<file path="src/pad_pkg.sv">
package pad_pkg;

  // one nes joypad byte, msb first as declared
  // the console shifts it out lsb first, so a goes out first
  typedef struct packed {
    logic r;
    logic l;
    logic d;
    logic u;
    logic start;
    logic select;
    logic b;
    logic a;
  } nes_btn_t;

  // shift register width, one bit per nes button
  localparam int NES_BTN_W = 8;

  // host register addresses
  typedef enum logic [7:0] {
    BTN_P1_REG = 8'h40,
    BTN_P2_REG = 8'h41
  } host_reg_e;

  // raw dualshock rx byte, active low
  typedef logic [7:0] ds_byte_t;

  // rx byte 0 bit positions
  localparam logic [2:0] DS_SELECT = 3'd0;
  localparam logic [2:0] DS_START  = 3'd3;
  localparam logic [2:0] DS_UP     = 3'd4;
  localparam logic [2:0] DS_RIGHT  = 3'd5;
  localparam logic [2:0] DS_DOWN   = 3'd6;
  localparam logic [2:0] DS_LEFT   = 3'd7;

  // rx byte 1 bit positions
  // shoulder buttons sit in the low nibble and are not mapped
  localparam logic [2:0] DS_TRIANGLE = 3'd4;
  localparam logic [2:0] DS_CIRCLE   = 3'd5;
  localparam logic [2:0] DS_CROSS    = 3'd6;
  localparam logic [2:0] DS_SQUARE   = 3'd7;

endpackage
</file>
<file path="src/pad_if.sv">
`timescale 1ns/10ps

interface pad_if
  import pad_pkg::*;
();

  // mapped buttons, autofire not merged yet
  nes_btn_t btn;

  // autofire requests
  // a from triangle, b from square
  logic     a_req;
  logic     b_req;

  // autofire square waves
  logic     a_fire;
  logic     b_fire;

  // decoder side
  modport decode_mp (
    output btn,
    output a_req,
    output b_req
  );

  // autofire generator side
  modport turbo_mp (
    input  a_req,
    input  b_req,
    output a_fire,
    output b_fire
  );

  // joypad shift register side
  modport port_mp (
    input btn,
    input a_fire,
    input b_fire
  );

endinterface

</file>
<file path="src/pad_top.sv">
`timescale 1ns/10ps

module pad_top
  import pad_pkg::*;
#(
  // about 100 Hz toggle at 27 MHz
  parameter int TURBO_PERIOD = 135000
) (
  input  logic       clk,
  input  logic       sys_resetn,
  input  logic [7:0] host_addr,
  input  logic [7:0] host_data,
  input  logic       host_write,
  input  logic [7:0] ds1_rx0,
  input  logic [7:0] ds1_rx1,
  input  logic [7:0] ds2_rx0,
  input  logic [7:0] ds2_rx1,
  input  logic       joypad_strobe,
  input  logic [1:0] joypad_clock,
  output logic [1:0] joypad_data
);

  // per-player raw bytes, index 0 is player 1
  ds_byte_t rx0 [2];
  ds_byte_t rx1 [2];
  // per-player host override bytes
  nes_btn_t ovr [2];

  assign rx0[0] = ds_byte_t'(ds1_rx0);
  assign rx1[0] = ds_byte_t'(ds1_rx1);
  assign rx0[1] = ds_byte_t'(ds2_rx0);
  assign rx1[1] = ds_byte_t'(ds2_rx1);

  // host override registers, shared by both players
  host_btn_regs u_host_regs (
    .clk        (clk),
    .sys_resetn (sys_resetn),
    .host_addr  (host_reg_e'(host_addr)),
    .host_data  (nes_btn_t'(host_data)),
    .host_write (host_write),
    .btn_p1     (ovr[0]),
    .btn_p2     (ovr[1])
  );

  // one decode, autofire and shift chain per player
  for (genvar i = 0; i < 2; i++) begin : g_player

    pad_if pif ();

    pad_decode u_decode (
      .rx0 (rx0[i]),
      .rx1 (rx1[i]),
      .pad (pif.decode_mp)
    );

    turbo_gen #(
      .TURBO_PERIOD (TURBO_PERIOD)
    ) u_turbo (
      .clk        (clk),
      .sys_resetn (sys_resetn),
      .pad        (pif.turbo_mp)
    );

    // strobe is common, each player has its own clock
    joypad_serial u_serial (
      .clk           (clk),
      .sys_resetn    (sys_resetn),
      .joypad_strobe (joypad_strobe),
      .joypad_clock  (joypad_clock[i]),
      .override      (ovr[i]),
      .pad           (pif.port_mp),
      .joypad_data   (joypad_data[i])
    );

  end

endmodule

</file>
<file path="src/joypad_serial.sv">
`timescale 1ns/10ps

module joypad_serial
  import pad_pkg::*;
(
  input  logic          clk,
  input  logic          sys_resetn,
  input  logic          joypad_strobe,
  input  logic          joypad_clock,
  input  nes_btn_t      override,
  pad_if.port_mp        pad,
  output logic          joypad_data
);

  // byte presented to the console on strobe
  nes_btn_t             load_byte;
  // shift register, bit 0 is on the wire
  logic [NES_BTN_W-1:0] shift_q;
  // joypad clock seen at the previous edge
  logic                 clk_q;
  logic                 clk_fall;

  // host override or'ed with the pad
  // autofire forces b and a on top of that
  always_comb begin
    load_byte   = override | pad.btn;
    load_byte.b = load_byte.b | pad.b_fire;
    load_byte.a = load_byte.a | pad.a_fire;
  end

  // high then low across two edges
  assign clk_fall = clk_q & ~joypad_clock;

  always_ff @(posedge clk) begin
    if (!sys_resetn) begin
      shift_q <= '0;
      clk_q   <= 1'b0;
    end else begin
      clk_q <= joypad_clock;
      // shift takes priority over a concurrent strobe
      if (clk_fall) begin
        shift_q <= {1'b0, shift_q[NES_BTN_W-1:1]};
      end else if (joypad_strobe) begin
        shift_q <= load_byte;
      end
    end
  end

  // no output flop, data follows the register directly
  assign joypad_data = shift_q[0];

endmodule

</file>
<file path="src/turbo_gen.sv">
`timescale 1ns/10ps

module turbo_gen #(
  parameter int TURBO_PERIOD = 135000
) (
  input  logic     clk,
  input  logic     sys_resetn,
  pad_if.turbo_mp  pad
);

  // counter wide enough for 0 .. TURBO_PERIOD-1
  localparam int CNT_W = (TURBO_PERIOD > 1) ? $clog2(TURBO_PERIOD) : 1;
  // terminal count, fire toggles here
  localparam logic [CNT_W-1:0] CNT_LAST = CNT_W'(TURBO_PERIOD - 1);

  // channel 0 is a, channel 1 is b
  logic [1:0]       req;
  logic [CNT_W-1:0] cnt_q [2];
  logic [1:0]       fire_q;

  assign req = {pad.b_req, pad.a_req};

  always_ff @(posedge clk) begin
    if (!sys_resetn) begin
      for (int i = 0; i < 2; i++) begin
        cnt_q[i] <= '0;
      end
      fire_q <= '0;
    end else begin
      for (int i = 0; i < 2; i++) begin
        if (!req[i]) begin
          // released, park low with counter cleared
          cnt_q[i]  <= '0;
          fire_q[i] <= 1'b0;
        end else if (cnt_q[i] == CNT_LAST) begin
          // half period done
          cnt_q[i]  <= '0;
          fire_q[i] <= ~fire_q[i];
        end else begin
          cnt_q[i]  <= cnt_q[i] + 1'b1;
        end
      end
    end
  end

  // first high lands TURBO_PERIOD cycles after the request
  assign pad.a_fire = fire_q[0];
  assign pad.b_fire = fire_q[1];

endmodule

</file>
<file path="src/pad_decode.sv">
`timescale 1ns/10ps

module pad_decode
  import pad_pkg::*;
(
  input  ds_byte_t        rx0,
  input  ds_byte_t        rx1,
  pad_if.decode_mp        pad
);

  // active high copies of the raw bytes
  ds_byte_t hit0;
  ds_byte_t hit1;

  assign hit0 = ~rx0;
  assign hit1 = ~rx1;

  // direction pad and system buttons, all from byte 0
  assign pad.btn.r      = hit0[DS_RIGHT];
  assign pad.btn.l      = hit0[DS_LEFT];
  assign pad.btn.d      = hit0[DS_DOWN];
  assign pad.btn.u      = hit0[DS_UP];
  assign pad.btn.start  = hit0[DS_START];
  assign pad.btn.select = hit0[DS_SELECT];

  // face buttons from byte 1
  // cross acts as b
  assign pad.btn.b      = hit1[DS_CROSS];
  // circle acts as a
  assign pad.btn.a      = hit1[DS_CIRCLE];

  // square held, autofire on b
  assign pad.b_req      = hit1[DS_SQUARE];
  // triangle held, autofire on a
  assign pad.a_req      = hit1[DS_TRIANGLE];

endmodule

</file>
<file path="src/host_btn_regs.sv">
`timescale 1ns/10ps

module host_btn_regs
  import pad_pkg::*;
(
  input  logic      clk,
  input  logic      sys_resetn,
  input  host_reg_e host_addr,
  input  nes_btn_t  host_data,
  input  logic      host_write,
  output nes_btn_t  btn_p1,
  output nes_btn_t  btn_p2
);

  // per-register write enables
  logic wr_p1;
  logic wr_p2;

  // address decode, only on a write strobe
  always_comb begin
    wr_p1 = 1'b0;
    wr_p2 = 1'b0;
    if (host_write) begin
      case (host_addr)
        BTN_P1_REG: begin
          wr_p1 = 1'b1;
        end
        BTN_P2_REG: begin
          wr_p2 = 1'b1;
        end
        // any other address is for someone else
        default: begin
          wr_p1 = 1'b0;
          wr_p2 = 1'b0;
        end
      endcase
    end
  end

  // override bytes, visible the cycle after the write
  always_ff @(posedge clk) begin
    if (!sys_resetn) begin
      btn_p1 <= '0;
      btn_p2 <= '0;
    end else begin
      if (wr_p1) begin
        btn_p1 <= host_data;
      end
      if (wr_p2) begin
        btn_p2 <= host_data;
      end
    end
  end

endmodule

</file>
<file path="config.mk">
export PLATFORM = sky130hd
export DESIGN_NAME = pad_top
export DESIGN_NICKNAME = d
export VERILOG_FILES = /design/src/pad_pkg.sv /design/src/pad_if.sv /design/src/pad_top.sv /design/src/joypad_serial.sv /design/src/turbo_gen.sv /design/src/pad_decode.sv /design/src/host_btn_regs.sv
export SDC_FILE = /design/constraint.sdc
export NUM_CORES = 1
export LEC_CHECK = 0
export BUFFER_PORTS_ARGS = -buffer_cell sky130_fd_sc_hd__buf_2
export CAP_MARGIN = 20
export CORE_MARGIN = 2
export CORE_UTILIZATION = 35
export CTS_CLUSTER_DIAMETER = 200
export CTS_CLUSTER_SIZE = 25
export DETAILED_ROUTE_END_ITERATION = 10
export HOLD_SLACK_MARGIN = 0.06
export PLACE_DENSITY_LB_ADDON = 0.15
export SYNTH_ARGS = -nofsm -noshare
export SYNTH_HDL_FRONTEND = slang
export SYNTH_SLANG_ARGS = --single-unit
</file>
<file path="constraint.sdc">
create_clock -name clk -period 2.3 [get_ports clk]
set_clock_uncertainty 0.15 [all_clocks]
set_input_delay 0.46 -clock clk [delete_from_list [all_inputs] [get_ports clk]]
set_output_delay 0.46 -clock clk [all_outputs]
set_load 0.03 [all_outputs]
</file>
==> results.py, run 1 <==
metrics = {
    "status": {
        "status": "completed",
    },
    "pwr": {
        "p_int_mw": 3.26,
        "power.leakage_nw": 2.39,
        "pwr-share-seq_pct": 53.9,
        "clock_power_share_pct": 38.4,
        "ir_drop_uv": 380,
        "switching_share_pct": 23.1,
        "comb_power_share_pct": 7.7,
        "p_switching_uw": 980,
        "powerDensity_nw_per_um2": 633,
        "total_power_mw": 4.24,
    },
    "grt": {
        "met3_usage_pct": 3.06,
        "antenna_found_initial": 2,
        "grt_overflow": 0,
        "use_met2_pct": 22.8,
        "grtUsageTotal_pct": 14.4,
        "grt_max_degree": 33,
        "grtUsageMet1_pct": 18.7,
        "grt_pass1_wl_um": 18800,
        "grt_pass1_vias": 4043,
        "grt-busiest-layer": "met2",
    },
    "timing": {
        "hold_ws_ns": 0.172,
        "setup_ws_ns": 0.0571,
        "min_period_over_period_pct": 97.5,
        "final_max_slew_viol_count": 0,
        "finalCriticalPeriod_ns": 2.24,
        "finalSetupViolations": 0,
        "rsz0062_at_grt": "yes",
        "clock.fmax_mhz": 446,
        "relSlewSlack_pct": 64.6,
        "tns_ns": 0,
        "worstMarginPinSlew_ns": 0.531,
        "finalHoldViolCount": 0,
    },
    "clocking": {
        "cts_tree": "done",
        "cts_max_level": 3,
        "cts_sinks": 110,
        "clkLatencyLatePin_ns": 0.35,
        "numCtsBuffers": 9,
        "cts_root_buf": "clkbuf_16",
        "cts.path.max_buffers": 2,
        "clk_pin_slew_worst_paths_ns": 0.07,
        "cts-resized-gates": 0,
    },
    "floorplanning": {
        "start_util_pct": 36.0,
        "std_cell_rows": 45,
        "dieHeight_um": 130,
        "core_area_um2": 15300,
        "dieArea_um2": 16800,
        "die_w_um": 130,
        "ios": 56,
    },
    "logic_synthesis": {
        "synthCells": 561,
        "synth.distinct_cells": 46,
        "yosysWarnings": 0,
        "syn_avg_cell_area_um2": 9.83,
        "synth_edf_count": 72,
        "async_flop_share_pct": 0,
        "yosys_most_used_dff": "edfxtp_1",
        "synth_area_um2": 5520,
        "yosysSeqAreaShare_pct": 53.0,
        "synth_seq_cells": 110,
    },
    "detailed_routing": {
        "dr_total_vias": 4288,
        "drt_wl_total_um": 11400,
        "ant_nets": 0,
        "vias_per_cell": 4.70,
        "post_drt_wl_per_cell_um": 12.5,
        "drtPass1Iterations": 4,
        "route.detailed.drc": 0,
        "drtIter0Drc": 263,
    },
    "setup_path": {
        "crit_type": "reg -> reg",
        "arrival_ns": 2.19,
        "crit_fanout": 18,
        "start_kind": "register",
        "required_ns": 2.25,
        "cp-end-kind": "register",
    },
    "placement": {
        "gp_congestion": 0.829,
        "io_buffers": 43,
        "hpwl_um": 8540,
        "dp_slack_ns": 0.0638,
    },
    "finish": {
        "n_fill_cell": 1536,
        "area_growth_pct": 21.6,
        "final_common_cell": "nor2_1",
        "seqCellArea_um2": 2920,
        "mostFrequentLayoutCells": "nor2_1, edfxtp_1, conb_1",
        "multi_input_area_um2": 2720,
        "nNetsFinal": 753,
        "drive_gt1_share_pct": 12.9,
    },
    "worst_hold_path": {
        "min_path_type": "in -> reg",
    },
    "flow_run": {
        "cap_violations": 0,
    },
}
-- power by group through the flow --
stage          combinational (mW)  clock [mW]  sequential (mW)
2_1_floorplan               0.216           0             2.31
3_3_place_gp                0.317           0             2.33
3_5_place_dp                0.324           0             2.33
4_1_cts                     0.325        1.69             2.29
5_1_grt                     0.374        1.76             2.30
6_report                    0.325        1.63             2.29
-- critical path, cell delays in order, from the launching register on --
cell and delay, ns:
edfxtp_1 0.39, or4_1 0.53, or4_4 0.55, o21bai_4 0.15
buf_12 0.16, a21oi_1 0.05
-- layout make-up --
| class | instances | area share, % |
|---|---|---|
| flip-flops and latches | 110 | 43.6 |
| multi-input cells | 489 | 40.6 |
| repair buffers | 70 | 6.42 |
| well taps | 211 | 3.94 |
| clock buffers | 11 | 3.79 |
| inverters | 15 | 0.839 |
| clock inverters | 5 | 0.821 |
| diodes | 1 | 0.0373 |
-- metrics by stage --
stage	utilization, %	area, um^2	cells
finish	43.8	6710	912
global route	43.8	6710	911
CTS	43.7	6700	910
detailed placement	41.7	6390	894
global placement	41.7	6390	894
floorplan	-	5780	632
-- cells by family after synthesis --
group,share of synthesized area (%)
and+or+nand+nor,27.6
DFF,53.0
AOI/OAI and AO/OA,6.87
xor gates and xnor gates,8.89
buffers and inverters,2.49
adders and majority gates,0.907
other,0.0680
muxes,0.181
-- per-layer routing --
layer,share of wire (%),up-vias
met5,0.11,-
met1,49,1982
met3,3.8,18
met2,44,59
met4,2.4,2
li1,-,2227
-- cell usage after synthesis, types with 12 or more instances --
cell	count	area [um^2]
or3_1	12	75.1
edfxtp_1	72	2160
nand3_1	38	190
nor4_1	18	113
clkbuf_1	12	45.0
nor3_1	18	90.1
o21ai_0	47	235
nand4_1	25	156
xor2_1	14	123
nor2_1	79	297
xnor2_1	42	368
nand2_1	36	135
dfxtp_1	38	761
nand3b_1	13	97.6
and2_1	12	75.1
inv_1	15	56.3
a21oi_1	12	60.1
-- sequential cells by signal (all words and copies together), names as in the netlist --
signal	cells
g_player.u_turbo.fire_q	4
u_host_regs.btn_p1	8
g_player.u_serial.shift_q	16
g_player.u_serial.clk_q	2
g_player.u_turbo.cnt_q	72
u_host_regs.btn_p2	8
-- final timing paths --
path	startpoint	depth (start not counted)	slack, ns	to
max	g_player[1].u_turbo.cnt_q[0][7]$_SDFFCE_PN0P_	5	0.06	g_player[1].u_turbo.cnt_q[0][17]$_SDFFCE_PN0P_
min	joypad_clock[0]	2	0.17	g_player[0].u_serial.clk_q$_SDFF_PN0_
max reg2reg	g_player[1].u_turbo.cnt_q[0][7]$_SDFFCE_PN0P_	5	0.06	g_player[1].u_turbo.cnt_q[0][17]$_SDFFCE_PN0P_
min reg2reg	u_host_regs.btn_p1[7]$_SDFFE_PN0P_	2	0.31	u_host_regs.btn_p1[7]$_SDFFE_PN0P_
-- repair_timing --
item,4_1_cts,5_1_grt
hold buffers,0,0
setup buffers,0,1
endpoints found under the setup margin,0,18
Power figures use the tool's default switching activity.
==> inputs of run 2 (changes only) <==
- CORE_MARGIN: 2 -> default
- SETUP_SLACK_MARGIN: default -> 0.1
==> run 2 against run 1 <==
Global-route usage fell by 0.24 points. Count of clock-buffer cells in the layout rose by 2. Clock power barely moved. Combinational power barely moved. Non-clock buffer count fell by 4. Sequential share of layout area fell by 0.13 points. Final cell count fell by 0.55%. Wire length fell by 6.3%. Design area rose by 0.30%. Die area fell by 3.1%. Power rose by 0.23%.
==> results.py, run 2 (synthesis gave the netlist of run 1 again) <==
metrics = {
    "placement": {
        "dp_slack_ns": 0.0808,
        "hpwl_um": 7620,
        "dp_cells": 888,
        "place_area_um2": 6370,
        "gp_congestion": 0.772,
        "io_buffers": 43,
    },
    "worst_hold_path": {
        "min_path_type": "in -> reg",
    },
    "flow_run": {
        "cap_violations": 0,
    },
    "timing": {
        "finalSetupViolations": 0,
        "finalHoldViolCount": 0,
        "min_period_over_period_pct": 96.7,
        "final_max_slew_viol_count": 0,
        "setup_ws_ns": 0.0757,
        "finalCriticalPeriod_ns": 2.22,
        "tns_ns": 0,
        "hold_ws_ns": 0.175,
        "clock.fmax_mhz": 450,
        "relSlewSlack_pct": 65.3,
        "worstMarginPinSlew_ns": 0.519,
        "rsz0062_at_grt": "yes",
    },
    "detailed_routing": {
        "vias_per_cell": 4.68,
        "drtIter0Drc": 348,
        "post_drt_wl_per_cell_um": 11.7,
        "dr_total_vias": 4241,
        "drt_wl_total_um": 10600,
        "drtPass1Iterations": 4,
        "ant_nets": 0,
        "route.detailed.drc": 0,
    },
    "finish": {
        "largest-register": "g_player.u_turbo.cnt_q",
        "nNetsFinal": 749,
        "largest_register_ffs": 72,
        "drive_gt1_share_pct": 13.1,
        "utilization_pct": 43.9,
        "reg_top3": "g_player.u_turbo.cnt_q: 72 flops, g_player.u_serial.shift_q: 16 flops",
        "mostFrequentLayoutCells": "nor2_1, edfxtp_1, conb_1",
        "finalNonFillerCells": 907,
        "final_area_um2": 6730,
        "area_growth_pct": 22.0,
        "n_fill_cell": 1553,
        "final_common_cell": "nor2_1",
        "n_antenna_cell": 0,
    },
    "grt": {
        "grt-busiest-layer": "met2",
        "grt_max_degree": 43,
        "grt_pass1_wl_um": 18400,
        "antenna_found_initial": 0,
        "grtUsageMet1_pct": 17.9,
        "grtUsageTotal_pct": 14.1,
        "use_met2_pct": 23.3,
        "grt_overflow": 0,
        "met3_usage_pct": 2.55,
        "grt_pass1_vias": 4031,
    },
    "setup_path": {
        "crit_fanout": 18,
        "max_stage_delay_ns": 0.55,
        "arrival_ns": 2.18,
        "start_kind": "register",
        "required_ns": 2.26,
        "cp-end-kind": "register",
        "worst-path-buf-inv": 1,
        "cp_top_family": "simple AND/OR/NAND/NOR gates",
        "critPathSlowestCell": "or4_4",
        "crit_chain": "or4_1 > or4_4 > o21bai_4 > buf_12 > nor2_1",
        "crit_type": "reg -> reg",
    },
    "clocking": {
        "cts_sinks": 110,
        "hold_buffers": 0,
        "cts_root_buf": "clkbuf_16",
        "clkLatencyLatePin_ns": 0.35,
        "numCtsBuffers": 9,
        "cts.path.max_buffers": 2,
        "cts_max_level": 3,
        "clk_pin_slew_worst_paths_ns": 0.07,
        "cts_tree": "done",
    },
    "floorplanning": {
        "die_w_um": 128,
        "std_cell_rows": 45,
        "ios": 56,
        "core_area_um2": 15300,
        "dieArea_um2": 16300,
        "start_util_pct": 36.0,
        "dieHeight_um": 128,
    },
    "pwr": {
        "pwr-share-seq_pct": 53.8,
        "clock_power_share_pct": 38.5,
        "total_power_mw": 4.25,
        "comb_power_share_pct": 7.7,
        "switching_share_pct": 22.8,
        "power.leakage_nw": 2.39,
        "p_switching_uw": 969,
        "ir_drop_uv": 355,
        "p_int_mw": 3.28,
        "powerDensity_nw_per_um2": 632,
    },
    "status": {
        "status": "completed",
    },
}
## run 2: repair_timing
action                                  in CTS  in global routing
setup buffers                                0                  3
hold endpoints to repair                     0                  0
resized for setup                            0                  3
endpoints found under the setup margin      18                 39
cloned                                       0                  0
## run 2: path summary, 6_finish.rpt
path | cells after the start | endpoint | startpoint | slack (ns)
worst min register to register | 2 | u_host_regs.btn_p2[7]$_SDFFE_PN0P_ | u_host_regs.btn_p2[7]$_SDFFE_PN0P_ | 0.32
worst min-delay path | 2 | g_player[1].u_serial.clk_q$_SDFF_PN0_ | joypad_clock[1] | 0.17
worst max-delay path | 5 | g_player[1].u_turbo.cnt_q[0][10]$_SDFFCE_PN0P_ | g_player[1].u_turbo.cnt_q[0][7]$_SDFFCE_PN0P_ | 0.08
worst max register to register | 5 | g_player[1].u_turbo.cnt_q[0][10]$_SDFFCE_PN0P_ | g_player[1].u_turbo.cnt_q[0][7]$_SDFFCE_PN0P_ | 0.08
## run 2: worst register-to-register path, delay by kind of cell (launching register included)
| family | cells | cell delay, ns |
|---|---|---|
| buffers and inverters | 1 | 0.16 |
| AND/OR/NAND/NOR | 3 | 1.14 |
| AO/OA/AOI/OAI | 1 | 0.15 |
| flip-flops | 1 | 0.39 |
## run 2: layer usage
layer / part of all wire (%) / routed length, um / vias up
met1: 49 / 5260 / 1959
met5: 0 / 0 / -
met2: 46 / 4910 / 50
met4: 1.9 / 207 / 0
li1: - / - / 2220
met3: 2.5 / 265 / 12
## run 2: layout make-up
class | count | area (um^2) | share of cell area [%]
inverter | 15 | 56.3 | 0.837
timing repair buffer | 66 | 425 | 6.32
tap | 211 | 264 | 3.92
clock buffer | 13 | 303 | 4.50
sequential | 110 | 2920 | 43.4
multi-input combinational | 489 | 2740 | 40.7
clock inverter | 3 | 20.0 | 0.298
## run 2: power by group through the flow
stage | Combinational, mW | Sequential, mW | Clock (mW)
after floorplan | 0.217 | 2.31 | 0
after global placement | 0.317 | 2.33 | 0
after detailed placement | 0.321 | 2.33 | 0
after CTS | 0.323 | 2.29 | 1.70
after global routing | 0.378 | 2.30 | 1.75
final | 0.327 | 2.29 | 1.64
